$ cat src/source/shfifo_pkg.sv
// ----------------------------------------------------------
// Shared multi-queue FIFO: sizes, types and request structs
// ----------------------------------------------------------

package shfifo_pkg;

  // Port and queue counts
  localparam int NUM_WRITE_PORTS = 2;
  localparam int NUM_FIFOS = 4;

  // Shared storage pool
  localparam int DEPTH = 16;
  localparam int DATA_WIDTH = 8;

  // Derived widths
  localparam int ADDR_WIDTH = $clog2(DEPTH);
  localparam int FIFO_ID_WIDTH = $clog2(NUM_FIFOS);
  localparam int COUNT_WIDTH = $clog2(DEPTH + 1);

  // RAM write payload is sized for the widest payload, the data item
  localparam int RAM_PAYLOAD_WIDTH = DATA_WIDTH;

  typedef logic [ADDR_WIDTH-1:0] addr_t;
  typedef logic [FIFO_ID_WIDTH-1:0] fifo_id_t;
  typedef logic [DATA_WIDTH-1:0] data_t;

  // Occupancy and free counts, 0 to DEPTH inclusive
  typedef logic [COUNT_WIDTH-1:0] count_t;

  typedef logic [RAM_PAYLOAD_WIDTH-1:0] ram_payload_t;

  // One push request, target queue in the upper bits
  typedef struct packed {
    fifo_id_t fifo_id;
    data_t    data;
  } push_req_t;

  // One RAM write port
  // Narrower payloads sit in the low bits of the payload field
  typedef struct packed {
    logic         en;
    addr_t        addr;
    ram_payload_t payload;
  } ram_wr_t;

endpackage

$ cat src/source/shfifo_freelist.sv
// ----------------------------------------------------------
// Freelist: hands out free storage addresses, takes back
// released ones and keeps a running free count
// ----------------------------------------------------------
`timescale 1ns/1ps

module shfifo_freelist (
  input  logic                                                 clk,
  input  logic                                                 rst_n,
  // Allocation side
  input  logic [shfifo_pkg::NUM_WRITE_PORTS-1:0]               alloc_take,
  output shfifo_pkg::addr_t [shfifo_pkg::NUM_WRITE_PORTS-1:0]  alloc_addr,
  // Deallocation side, one bit per storage entry
  input  logic [shfifo_pkg::DEPTH-1:0]                         release_mask,
  output shfifo_pkg::count_t                                   free_count
);

  // One bit per entry, set while the entry is free
  logic [shfifo_pkg::DEPTH-1:0] free_bits;
  logic [shfifo_pkg::DEPTH-1:0] free_bits_nxt;
  logic [shfifo_pkg::DEPTH-1:0] taken_mask;

  shfifo_pkg::count_t count_nxt;

  logic first_found;
  logic second_found;

  // Lowest free entry goes to port 0, second lowest to port 1
  always_comb begin
    first_found = 1'b0;
    second_found = 1'b0;
    alloc_addr = '0;
    for (int i = 0; i < shfifo_pkg::DEPTH; i++) begin
      if (free_bits[i]) begin
        if (!first_found) begin
          alloc_addr[0] = shfifo_pkg::addr_t'(i);
          first_found = 1'b1;
        end else if (!second_found) begin
          alloc_addr[1] = shfifo_pkg::addr_t'(i);
          second_found = 1'b1;
        end
      end
    end
  end

  // Entries taken this cycle
  always_comb begin
    taken_mask = '0;
    for (int p = 0; p < shfifo_pkg::NUM_WRITE_PORTS; p++) begin
      if (alloc_take[p]) begin
        taken_mask[alloc_addr[p]] = 1'b1;
      end
    end
  end

  // Released entries are never free, so take and release never collide
  assign free_bits_nxt = (free_bits & ~taken_mask) | release_mask;

  // Running count: minus takes, plus releases
  always_comb begin
    count_nxt = free_count;
    for (int p = 0; p < shfifo_pkg::NUM_WRITE_PORTS; p++) begin
      count_nxt = count_nxt - shfifo_pkg::count_t'(alloc_take[p]);
    end
    for (int i = 0; i < shfifo_pkg::DEPTH; i++) begin
      count_nxt = count_nxt + shfifo_pkg::count_t'(release_mask[i]);
    end
  end

  // Whole pool is free after reset
  always_ff @(posedge clk) begin
    if (!rst_n) begin
      free_bits <= '1;
      free_count <= shfifo_pkg::count_t'(shfifo_pkg::DEPTH);
    end else begin
      free_bits <= free_bits_nxt;
      free_count <= count_nxt;
    end
  end

endmodule

$ cat src/source/shfifo_queue_ctrl.sv
// ----------------------------------------------------------
// Queue controller: linked-list heads, tails and counts for
// each logical queue, push linking, pop and address release
// ----------------------------------------------------------
`timescale 1ns/1ps

module shfifo_queue_ctrl (
  input  logic                                                  clk,
  input  logic                                                  rst_n,
  // External push side
  input  logic [shfifo_pkg::NUM_WRITE_PORTS-1:0]                push_valid,
  input  shfifo_pkg::push_req_t [shfifo_pkg::NUM_WRITE_PORTS-1:0] push_req,
  output logic [shfifo_pkg::NUM_WRITE_PORTS-1:0]                push_ready,
  // External pop side
  input  logic [shfifo_pkg::NUM_FIFOS-1:0]                      pop_ready,
  output logic [shfifo_pkg::NUM_FIFOS-1:0]                      pop_valid,
  output shfifo_pkg::data_t [shfifo_pkg::NUM_FIFOS-1:0]         pop_data,
  // Freelist
  input  shfifo_pkg::addr_t [shfifo_pkg::NUM_WRITE_PORTS-1:0]   alloc_addr,
  input  shfifo_pkg::count_t                                    free_count,
  output logic [shfifo_pkg::NUM_WRITE_PORTS-1:0]                alloc_take,
  output logic [shfifo_pkg::DEPTH-1:0]                          release_mask,
  // Data and pointer RAMs
  output shfifo_pkg::ram_wr_t [shfifo_pkg::NUM_WRITE_PORTS-1:0] data_wr,
  output shfifo_pkg::ram_wr_t [shfifo_pkg::NUM_WRITE_PORTS-1:0] next_wr,
  input  shfifo_pkg::data_t [shfifo_pkg::NUM_FIFOS-1:0]         data_rd,
  input  shfifo_pkg::addr_t [shfifo_pkg::NUM_FIFOS-1:0]         next_rd,
  output shfifo_pkg::addr_t [shfifo_pkg::NUM_FIFOS-1:0]         head_addr
);

  // Per-queue list state
  shfifo_pkg::addr_t [shfifo_pkg::NUM_FIFOS-1:0]  head;
  shfifo_pkg::addr_t [shfifo_pkg::NUM_FIFOS-1:0]  tail;
  shfifo_pkg::count_t [shfifo_pkg::NUM_FIFOS-1:0] fifo_count;

  shfifo_pkg::addr_t [shfifo_pkg::NUM_FIFOS-1:0]  head_nxt;
  shfifo_pkg::addr_t [shfifo_pkg::NUM_FIFOS-1:0]  tail_nxt;
  shfifo_pkg::count_t [shfifo_pkg::NUM_FIFOS-1:0] count_nxt;

  // Handshakes
  logic [shfifo_pkg::NUM_WRITE_PORTS-1:0] push_fire;
  logic [shfifo_pkg::NUM_FIFOS-1:0]       pop_fire;
  logic [shfifo_pkg::NUM_FIFOS-1:0][shfifo_pkg::NUM_WRITE_PORTS-1:0] push_hit;
  logic                                   same_fifo;

  // First and last address pushed into each queue this cycle
  shfifo_pkg::addr_t [shfifo_pkg::NUM_FIFOS-1:0] first_addr;
  shfifo_pkg::addr_t [shfifo_pkg::NUM_FIFOS-1:0] last_addr;

  // Room for both ports or neither, independent of push_valid
  assign push_ready = {shfifo_pkg::NUM_WRITE_PORTS{
                        free_count >= shfifo_pkg::count_t'(shfifo_pkg::NUM_WRITE_PORTS)}};
  assign push_fire = push_valid & push_ready;
  assign alloc_take = push_fire;

  // Both ports into one queue, port 0 goes first
  assign same_fifo = push_fire[0] && push_fire[1]
                     && (push_req[0].fifo_id == push_req[1].fifo_id);

  // Which port pushes which queue
  always_comb begin
    for (int f = 0; f < shfifo_pkg::NUM_FIFOS; f++) begin
      for (int p = 0; p < shfifo_pkg::NUM_WRITE_PORTS; p++) begin
        push_hit[f][p] = push_fire[p]
                         && (push_req[p].fifo_id == shfifo_pkg::fifo_id_t'(f));
      end
      first_addr[f] = push_hit[f][0] ? alloc_addr[0] : alloc_addr[1];
      last_addr[f] = push_hit[f][1] ? alloc_addr[1] : alloc_addr[0];
    end
  end

  // Data goes to the freshly allocated entry
  always_comb begin
    for (int p = 0; p < shfifo_pkg::NUM_WRITE_PORTS; p++) begin
      data_wr[p].en = push_fire[p];
      data_wr[p].addr = alloc_addr[p];
      data_wr[p].payload = shfifo_pkg::ram_payload_t'(push_req[p].data);
    end
  end

  // Pointer links
  always_comb begin
    // Port 0 links behind its queue's tail unless the queue is empty
    next_wr[0].en = push_fire[0] && (fifo_count[push_req[0].fifo_id] != '0);
    next_wr[0].addr = tail[push_req[0].fifo_id];
    next_wr[0].payload = shfifo_pkg::ram_payload_t'(alloc_addr[0]);
    // Port 1 links behind port 0 when both hit one queue
    if (same_fifo) begin
      next_wr[1].en = 1'b1;
      next_wr[1].addr = alloc_addr[0];
    end else begin
      next_wr[1].en = push_fire[1] && (fifo_count[push_req[1].fifo_id] != '0);
      next_wr[1].addr = tail[push_req[1].fifo_id];
    end
    next_wr[1].payload = shfifo_pkg::ram_payload_t'(alloc_addr[1]);
  end

  // Pop presentation straight from the head entry
  always_comb begin
    release_mask = '0;
    for (int f = 0; f < shfifo_pkg::NUM_FIFOS; f++) begin
      head_addr[f] = head[f];
      pop_valid[f] = (fifo_count[f] != '0);
      pop_data[f] = data_rd[f];
      pop_fire[f] = pop_valid[f] && pop_ready[f];
      // Popped head goes back to the freelist
      if (pop_fire[f]) begin
        release_mask[head[f]] = 1'b1;
      end
    end
  end

  // Next head, tail and count per queue
  always_comb begin
    for (int f = 0; f < shfifo_pkg::NUM_FIFOS; f++) begin
      head_nxt[f] = head[f];
      tail_nxt[f] = tail[f];
      count_nxt[f] = fifo_count[f]
                     + shfifo_pkg::count_t'(push_hit[f][0])
                     + shfifo_pkg::count_t'(push_hit[f][1])
                     - shfifo_pkg::count_t'(pop_fire[f]);
      if (|push_hit[f]) begin
        tail_nxt[f] = last_addr[f];
      end
      if (pop_fire[f]) begin
        // Last item leaves, a same-cycle push becomes the new head
        if (fifo_count[f] == shfifo_pkg::count_t'(1)) begin
          if (|push_hit[f]) begin
            head_nxt[f] = first_addr[f];
          end
        end else begin
          head_nxt[f] = next_rd[f];
        end
      end else if ((fifo_count[f] == '0) && (|push_hit[f])) begin
        head_nxt[f] = first_addr[f];
      end
    end
  end

  always_ff @(posedge clk) begin
    if (!rst_n) begin
      fifo_count <= '0;
      head <= '0;
      tail <= '0;
    end else begin
      fifo_count <= count_nxt;
      head <= head_nxt;
      tail <= tail_nxt;
    end
  end

endmodule

$ cat src/source/shfifo_ram.sv
// ----------------------------------------------------------
// Shared storage RAM: two write ports, one async read per queue
// ----------------------------------------------------------
`timescale 1ns/1ps

module shfifo_ram #(
  // Stored item, a data byte or a next-pointer
  parameter type payload_t = shfifo_pkg::data_t
) (
  input  logic                                                 clk,
  // Write ports, never the same address in one cycle
  input  shfifo_pkg::ram_wr_t [shfifo_pkg::NUM_WRITE_PORTS-1:0] wr,
  // One read per logical queue, at its head
  input  shfifo_pkg::addr_t [shfifo_pkg::NUM_FIFOS-1:0]         rd_addr,
  output payload_t [shfifo_pkg::NUM_FIFOS-1:0]                  rd_data
);

  localparam int PAYLOAD_WIDTH = $bits(payload_t);

  // Register array, no reset on storage
  payload_t mem [shfifo_pkg::DEPTH];

  // Payload sits in the low bits of the write field
  always_ff @(posedge clk) begin
    for (int p = 0; p < shfifo_pkg::NUM_WRITE_PORTS; p++) begin
      if (wr[p].en) begin
        mem[wr[p].addr] <= payload_t'(wr[p].payload[PAYLOAD_WIDTH-1:0]);
      end
    end
  end

  // Asynchronous reads
  always_comb begin
    for (int f = 0; f < shfifo_pkg::NUM_FIFOS; f++) begin
      rd_data[f] = mem[rd_addr[f]];
    end
  end

endmodule

$ cat src/source/shfifo_top.sv
// ----------------------------------------------------------
// Shared dynamic multi-queue FIFO, two push ports, four queues
// ----------------------------------------------------------
`timescale 1ns/1ps

module shfifo_top (
  input  logic                                                    clk,
  input  logic                                                    rst_n,
  // Push side
  input  logic [shfifo_pkg::NUM_WRITE_PORTS-1:0]                  push_valid,
  input  shfifo_pkg::push_req_t [shfifo_pkg::NUM_WRITE_PORTS-1:0] push_req,
  output logic [shfifo_pkg::NUM_WRITE_PORTS-1:0]                  push_ready,
  // Pop side
  input  logic [shfifo_pkg::NUM_FIFOS-1:0]                        pop_ready,
  output logic [shfifo_pkg::NUM_FIFOS-1:0]                        pop_valid,
  output shfifo_pkg::data_t [shfifo_pkg::NUM_FIFOS-1:0]           pop_data
);

  // Freelist links
  shfifo_pkg::addr_t [shfifo_pkg::NUM_WRITE_PORTS-1:0]   alloc_addr;
  logic [shfifo_pkg::NUM_WRITE_PORTS-1:0]                alloc_take;
  logic [shfifo_pkg::DEPTH-1:0]                          release_mask;
  shfifo_pkg::count_t                                    free_count;

  // RAM links
  shfifo_pkg::ram_wr_t [shfifo_pkg::NUM_WRITE_PORTS-1:0] data_wr;
  shfifo_pkg::ram_wr_t [shfifo_pkg::NUM_WRITE_PORTS-1:0] next_wr;
  shfifo_pkg::data_t [shfifo_pkg::NUM_FIFOS-1:0]         data_rd;
  shfifo_pkg::addr_t [shfifo_pkg::NUM_FIFOS-1:0]         next_rd;
  shfifo_pkg::addr_t [shfifo_pkg::NUM_FIFOS-1:0]         head_addr;

  shfifo_freelist freelist (
    .clk          (clk),
    .rst_n        (rst_n),
    .alloc_take   (alloc_take),
    .alloc_addr   (alloc_addr),
    .release_mask (release_mask),
    .free_count   (free_count)
  );

  // Data items, read at each head
  shfifo_ram #(.payload_t(shfifo_pkg::data_t)) data_ram (
    .clk     (clk),
    .wr      (data_wr),
    .rd_addr (head_addr),
    .rd_data (data_rd)
  );

  // Next-pointers, read at each head
  shfifo_ram #(.payload_t(shfifo_pkg::addr_t)) next_ram (
    .clk     (clk),
    .wr      (next_wr),
    .rd_addr (head_addr),
    .rd_data (next_rd)
  );

  shfifo_queue_ctrl queue_ctrl (
    .clk          (clk),
    .rst_n        (rst_n),
    .push_valid   (push_valid),
    .push_req     (push_req),
    .push_ready   (push_ready),
    .pop_ready    (pop_ready),
    .pop_valid    (pop_valid),
    .pop_data     (pop_data),
    .alloc_addr   (alloc_addr),
    .free_count   (free_count),
    .alloc_take   (alloc_take),
    .release_mask (release_mask),
    .data_wr      (data_wr),
    .next_wr      (next_wr),
    .data_rd      (data_rd),
    .next_rd      (next_rd),
    .head_addr    (head_addr)
  );

endmodule

$ cat config.mk
export PLATFORM = sky130hd
export DESIGN_NAME = shfifo_top
export DESIGN_NICKNAME = d
export VERILOG_FILES = /design/src/source/shfifo_pkg.sv /design/src/source/shfifo_freelist.sv /design/src/source/shfifo_queue_ctrl.sv /design/src/source/shfifo_ram.sv /design/src/source/shfifo_top.sv
export SDC_FILE = /design/constraint.sdc
export NUM_CORES = 1
export LEC_CHECK = 0
export BUFFER_PORTS_ARGS = -buffer_cell sky130_fd_sc_hd__buf_2
export CAP_MARGIN = 20
export CORE_MARGIN = 2
export CORE_UTILIZATION = 45
export CTS_BUF_LIST = sky130_fd_sc_hd__clkbuf_8
export CTS_CLUSTER_DIAMETER = 200
export DETAILED_ROUTE_END_ITERATION = 7
export GPL_ROUTABILITY_DRIVEN = 0
export GPL_TIMING_DRIVEN = 0
export PLACE_DENSITY_LB_ADDON = 0.08
export REMOVE_ABC_BUFFERS = 1
export SLEW_MARGIN = 20
export SYNTH_ARGS = -nofsm -noshare
export SYNTH_HDL_FRONTEND = slang
export SYNTH_SLANG_ARGS = --single-unit
$ cat constraint.sdc
create_clock -name clk -period 9 [get_ports clk]
set_input_delay 2.7 -clock clk [delete_from_list [all_inputs] [get_ports clk]]
set_output_delay 2.7 -clock clk [all_outputs]
set_load 0.01 [all_outputs]
* Word level (Yosys, flattened, before mapping)
Memory sizes are Yosys's and may differ from the RTL's. A register that Yosys moved wholly into a read port is not among the register bits.
Cells that the tools add are included.
** Storage, ports and cells
- Register bits after elaboration :: 73
- Bits in writable memories :: 192
- Input bits :: 28
- Output and inout bits :: 38
- Word-level logic and storage cells :: 311
- Memories kept :: 2
** Operators by class
- Add/subtract/negate cells :: 30
- Order comparisons :: 15
- Equal/unequal tests :: 15
- Multiplexer cells :: 177
- Bitwise gates (word level) :: 8
- Reduce and logical (&&, ||, !) cells :: 50
** Memories
- data_ram.mem :: depth 16, width 8, rd ports 4, clocked after memory_dff 4, write ports 2, line shfifo_ram.sv:21 : payload_t mem [shfifo_pkg::DEPTH];
- next_ram.mem :: depth 16, width 4, rd ports 4, clocked after memory_dff 4, write ports 2, line shfifo_ram.sv:21
** Operator list (number)
- $mux 4 :: 84
- $add 5x1->5 :: 24
- $mux 8 :: 15
- $mux 16 :: 6
- $or 16x16->16 :: 5
- $mux 1 :: 59
- $lt 4x5->1 const B :: 6
- $reduce_bool 5->1 :: 6
- $sub 5x1->5 :: 6
- $logic_and 1x1->1 :: 26
- $demux 1 s4 :: 6
- $ge 4x1->1 const B :: 6
- $bmux 5 s2 :: 2
- $eq 5x1->1 const B :: 4
- $logic_not 5->1 :: 4
- $and 16x16->16 :: 1
- $bmux 4 s2 :: 2
- $not 16->16 :: 1
- $mux 5 :: 3
- $ne 3x3->1 const B :: 4
- $eq 2x2->1 const B :: 4
- $reduce_and 2->1 :: 4
- $reduce_bool 2->1 :: 4
- $reduce_or 2->1 :: 4
- other kinds (6) :: 9

* Longest topological paths before layout
- Depth in word-level cells :: 55
- Gate-level depth with buffers :: 25
- Mapped depth without buffers :: 24

* Modules after synthesis
Synthesis repeated with hierarchy kept, for this count alone.
** Second synthesis, totals
- Cells, all modules :: 1897
- Area total of the unflattened synthesis :: 22006.1 sq um
** By module, submodules not included
- shfifo_ram (data_ram) :: instances 1, cells each 611, area an instance 9450.3 sq um, sequential area each 3843.7 sq um
- shfifo_ram (next_ram) :: instances 1, cells each 342, area an instance 4982.3 sq um, sequential area each 1921.8 sq um
- shfifo_queue_ctrl :: instances 1, cells each 586, area an instance 4904.7 sq um, sequential area each 1041.0 sq um
- shfifo_freelist :: instances 1, cells each 358, area an instance 2668.8 sq um, sequential area each 420.4 sq um

* Least setup slack after synthesis
Ideal clock, no wire load.
- Path kind :: input to register
- Start :: input pop_ready[1] (netlist name)
- End :: register freelist.free_count[4]
- Setup time :: 126 ps
- Arrival time :: 7152 ps
- Data required time :: 8874 ps
- Path slack :: 1722 ps
- Stages on the path :: 21
- Path buffers :: 1
- Cell sequence :: nor2b_1 -> clkbuf_1 -> nand3_1 -> o22ai_1 -> nor3_1 -> inv_1 -> fa_1 -> inv_1 -> fa_1 -> fa_1 -> inv_1 -> fa_1 -> fa_1 -> inv_1 -> fa_1 -> inv_1 -> fa_1 -> a21o_1 -> a21oi_1 -> xnor2_1 -> nand2_1
** On the way
- Word-level cells in the longest chain between the ends :: 22
** Ends and longest elaborated chain
- start: declaration :: line shfifo_top.sv:14 : input logic [shfifo_pkg::NUM_FIFOS-1:0] pop_ready,
- $logic_and 1x1->1 * :: line shfifo_queue_ctrl.sv:105 : pop_fire[f] = pop_valid[f] && pop_ready[f];
- $mux 16 * :: line shfifo_queue_ctrl.sv:107 : if (pop_fire[f]) begin
- $or 16x16->16 (no line)
- $mux 16 * :: line shfifo_queue_ctrl.sv:107
- $or 16x16->16 (no line)
- $mux 16 * :: line shfifo_queue_ctrl.sv:107
- $add 5x1->5 (15 in series) :: line shfifo_freelist.sv:66 : count_nxt = count_nxt + shfifo_pkg::count_t'(release_mask[i]);
- $add 5x1->5 * :: line shfifo_freelist.sv:66
- end signal: assignment :: line shfifo_freelist.sv:74 : free_count <= shfifo_pkg::count_t'(shfifo_pkg::DEPTH);
- end signal: assignment :: line shfifo_freelist.sv:77 : free_count <= count_nxt;
- end: declaration :: line shfifo_freelist.sv:15 : output shfifo_pkg::count_t free_count
Every way passes the cells marked *; elsewhere a longest branch is shown, timed or not.
A chain may end at the register's enable or synchronous reset.

* Final worst setup path
Ends and elaborated chain as after synthesis.

==> flow_summary_export.csv <==
group,metric,value,unit
sta,post_route_setup_tns,0,ns
synth,synth_seq_cells,281,
clocking,cts_root_buffer,"sky130_fd_sc_hd__clkbuf_8",
synth,synth_area,0.0215,mm2
place,number_of_placed_instances_with_taps_included,2314,
clocking,tritoncts.num_buffers,52,
power_and_ir_drop,part_of_the_total_power_dissipated_in_the_clock_network,18.1,%
outcome,outcome,"finished clean",
clocking,clk_transition_reported_paths,0.06,ns
sta,period_minus_slack,7.55,ns
place,dp_worst_setup_slack,0.914,ns
clocking,cts_hold_buf,0,
flow_run,maxCapViolCount,0,
sta,fmax,0.132,GHz
route,drt-wirelength-per-cell,30.6,um
power_and_ir_drop,comb_power_share,52.5,%
route,via_count,16688,
sta,rsz_0062_raised_after_global_routing,"false",
synth,synth-seq-area-share,35.1,%
global_route,initial_antenna_violation_count,4,
route,initialDrtViolationCount,2201,
floorplanning,die-height,223,um
clocking,cts_tree,"done",
min_path,worst_hold_path.endpoint,"queue_ctrl.tail[2]",
global_route,first_global_vias,16371,
min_path,timing.hold.worst.start,"queue_ctrl.tail[2]",
route,drt-pass1-iter-count,7,
worst_setup_path,critPathKind,"in -> reg",
clocking,post_cts.repair.setup_buffers,0,
power_and_ir_drop,worst_supply_voltage_drop_on_vdd,0.246,mV
place,input_output_buffers,65,
worst_setup_path,arrival_worst_endpoint,8.04,ns
synth,asyncSetResetFlopFracSynth,0,%
layout,layoutNonFillerInstCount,2414,
clocking,cts_resizes,0,
worst_setup_path,r2r.worst_path.cells,24,
sta,worst-slew-pin-transition,1.26,ns
sta,final_max_slew_viol_count,0,
sta,timing.max_slew.rel_slack,16.0,%
power_and_ir_drop,finalPower,7.05,mW
floorplanning,io-pin-count,66,
layout,fillCellCount,4269,
clocking,worstSkewPairLatency,0.65,ns
power_and_ir_drop,intPower,4.08,mW
floorplanning,die_area,0.0496,mm2
layout,layout-area-overhead-vs-synth,9.31,%
sta,setup_viol,0,
global_route,grt_max_degree,47,
power_and_ir_drop,power.switching_fraction,42.2,%
worst_setup_path,r2r_start,"queue_ctrl.fifo_count[8]",
route,post_drt_via_cell_ratio,6.91,
sta,hold_violations,0,
route,wirelength,73800,um
floorplanning,floorplan.initialDensity,45.3,%
synth,synthFlopType,"sky130_fd_sc_hd__edfxtp_1",
sta,fin_worst_skew,0.0170,ns
synth,synthesis.area_per_instance,12.3,um2
sta,layout_worst_path_cycle_share,83.9,%
power_and_ir_drop,total_leakage_power,8.15,nW
global_route,grt_first_pass_wirelength,108000,um
worst_setup_path,critPathCaptureType,"flop",
sta,whs,0.514,ns
min_path,min_path_type,"reg -> reg",
synth,number_of_enable_type_register_cells_in_the_synthesized_netlist,192,
clocking,cts_buffer_depth,3,
floorplanning,core-area,0.0474,mm2
power_and_ir_drop,power_density,300,mW/mm2
worst_setup_path,r2r_slack,2.71,ns
clocking,htree_levels,2,
floorplanning,die_x,223,um
route,number_of_remaining_drc_errors,0,
layout,nets,1841,
layout,multi_input_area,0.0131,mm2
min_path,min_path_cells,2,
global_route,grtUsageTotal,29.7,%
sta,final_critical_path_setup_slack,1.45,ns
worst_setup_path,critical_path.startpoint_type,"input pin",
worst_setup_path,cp_max_fo,6,
global_route,gr-total-overflow,0,
worst_setup_path,regToRegEndpoint,"freelist.free_count[4]",
clocking,cts.sinks,281,
layout,layout.area.seq,0.00759,mm2
synth,synth_cells,1754,
power_and_ir_drop,seq_power_share,29.4,%
floorplanning,rows,80,
place,dp_hpwl,50000,um
synth,ys_types,91,
worst_setup_path,critPathLaunch,"pop_ready[1]",
power_and_ir_drop,p_sw,2.97,mW
route,postRouteAntennaNets,0,
synth,number_of_warnings_reported_in_the_yosys_synthesis_log,0,
worst_setup_path,critPathRequiredTime,9.50,ns
layout,drive_gt1_share,32.8,%
==> worst max-delay path by stage <==
stage                             endpoint  slack (ns)  depth (start not counted)
finish              freelist.free_count[4]        1.45                         21
global route        freelist.free_count[4]        1.18                         21
global placement        data_ram.mem[5][4]       -1.26                         10
detailed placement  freelist.free_count[4]        0.91                         21
CTS                 freelist.free_count[4]        1.57                         21
floorplan           freelist.free_count[4]        1.74                         20
==> cell type report <==
cell class	instances	area share (%)
multi-input combinational	1252	55.8
sequential	281	32.3
clock buffer	59	3.45
tap	615	3.27
timing repair buffer	83	2.83
inverter	83	1.33
clock inverter	39	1.02
antenna	2	0.0213
==> critical path: stages <==
cell,delay (ns)
sky130_fd_sc_hd__buf_2,0.15
sky130_fd_sc_hd__nor2b_1,0.53
sky130_fd_sc_hd__nand3b_1,0.25
sky130_fd_sc_hd__o32ai_1,0.34
sky130_fd_sc_hd__nor3_1,0.15
sky130_fd_sc_hd__inv_1,0.09
sky130_fd_sc_hd__fa_1,0.41
sky130_fd_sc_hd__inv_1,0.09
sky130_fd_sc_hd__fa_1,0.44
sky130_fd_sc_hd__fa_1,0.56
sky130_fd_sc_hd__inv_1,0.06
sky130_fd_sc_hd__fa_1,0.51
sky130_fd_sc_hd__fa_1,0.42
sky130_fd_sc_hd__inv_1,0.08
sky130_fd_sc_hd__fa_1,0.15
sky130_fd_sc_hd__inv_1,0.06
sky130_fd_sc_hd__fa_1,0.46
sky130_fd_sc_hd__a21o_1,0.20
sky130_fd_sc_hd__a21oi_1,0.18
sky130_fd_sc_hd__xnor2_1,0.13
sky130_fd_sc_hd__nand2_1,0.06
==> synthesized netlist by cell type (7+ instances only) <==
cell	n	area share, %
sky130_fd_sc_hd__a31oi_1	18	0.52
sky130_fd_sc_hd__o211ai_1	21	0.73
sky130_fd_sc_hd__xnor2_1	16	0.65
sky130_fd_sc_hd__fa_1	21	2.0
sky130_fd_sc_hd__buf_1	19	0.33
sky130_fd_sc_hd__o22ai_1	11	0.32
sky130_fd_sc_hd__nand3_1	34	0.79
sky130_fd_sc_hd__nand2b_1	20	0.58
sky130_fd_sc_hd__o32ai_1	12	0.49
sky130_fd_sc_hd__mux2_2	96	5.0
sky130_fd_sc_hd__o32a_1	8	0.37
sky130_fd_sc_hd__clkbuf_1	90	1.6
sky130_fd_sc_hd__a32oi_1	17	0.69
sky130_fd_sc_hd__nor2_1	105	1.8
sky130_fd_sc_hd__ha_1	39	2.3
sky130_fd_sc_hd__mux2_4	16	1.1
sky130_fd_sc_hd__edfxtp_1	192	27
sky130_fd_sc_hd__buf_2	20	0.47
sky130_fd_sc_hd__and3_1	16	0.47
sky130_fd_sc_hd__nand2_1	124	2.2
sky130_fd_sc_hd__o21ai_0	54	1.3
sky130_fd_sc_hd__nand3b_1	7	0.24
sky130_fd_sc_hd__a21o_1	12	0.42
sky130_fd_sc_hd__a22oi_1	7	0.24
sky130_fd_sc_hd__a21oi_1	67	1.6
sky130_fd_sc_hd__o31ai_1	16	0.56
sky130_fd_sc_hd__inv_1	78	1.4
sky130_fd_sc_hd__dfxtp_1	89	8.3
sky130_fd_sc_hd__buf_4	8	0.28
sky130_fd_sc_hd__mux2i_1	20	0.93
sky130_fd_sc_hd__mux2_1	16	0.84
sky130_fd_sc_hd__mux4_2	250	26
sky130_fd_sc_hd__or3_1	12	0.35
sky130_fd_sc_hd__nor3_1	35	0.81
sky130_fd_sc_hd__or2_2	13	0.38
sky130_fd_sc_hd__nor2b_1	7	0.20
sky130_fd_sc_hd__and2_1	20	0.58
==> cell families after synthesis <==
kind of cell / share of synthesized area [%]
AND/OR/NAND/NOR: 10.5
multiplexers: 34.1
AO/OA/AOI/OAI: 10.9
flip-flops: 35.1
buffers and inverters: 4.12
adder cells (fa/ha/maj): 4.42
XOR/XNOR: 0.896
==> sequential cells by signal, summed over array words and instances, names as in the netlist, named ones only <==
signal	cells
freelist.free_count	5
queue_ctrl.head_addr	16
queue_ctrl.fifo_count	20
freelist.free_bits	16
data_ram.mem	128
queue_ctrl.tail	16
next_ram.mem	64
==> power groups by stage <==
stage                     sequential, mW  clock (mW)  combinational [mW]
final                               2.08        1.27                3.70
after global routing                2.11        1.34                3.96
after CTS                           2.07        1.29                3.67
after detailed placement            2.10           0                3.65
after global placement              2.30           0                3.41
after floorplan                     2.01           0                2.44
==> per-layer routing <==
layer / vias up / track usage [%] / part of all wire, %
li1: 7061 / - / -
met4: 2 / 10.9 / 3.7
met2: 929 / 46.0 / 46
met3: 194 / 7.13 / 9.8
met1: 8502 / 40.7 / 41
met5: - / 0 / 0.018
==> cells in the final DEF (no fill, tap or decap), types with 59 or more instances in the layout <==
cell type / instances
sky130_fd_sc_hd__a21oi_1: 67
sky130_fd_sc_hd__clkbuf_8: 59
sky130_fd_sc_hd__buf_2: 66
sky130_fd_sc_hd__nand2_1: 124
sky130_fd_sc_hd__edfxtp_1: 192
sky130_fd_sc_hd__inv_1: 102
sky130_fd_sc_hd__nor2_1: 105
sky130_fd_sc_hd__dfxtp_1: 74
sky130_fd_sc_hd__mux4_2: 250
sky130_fd_sc_hd__mux2_2: 96
==> metrics by stage <==
stage               utilization, %  cell area, um2
finish                        49.6           23500
global route                  49.5           23500
CTS                           49.5           23500
detailed placement            47.3           22500
global placement              46.4           22000
floorplan                        -           20900
No activity file was read; power rests on OpenSTA's default activity.
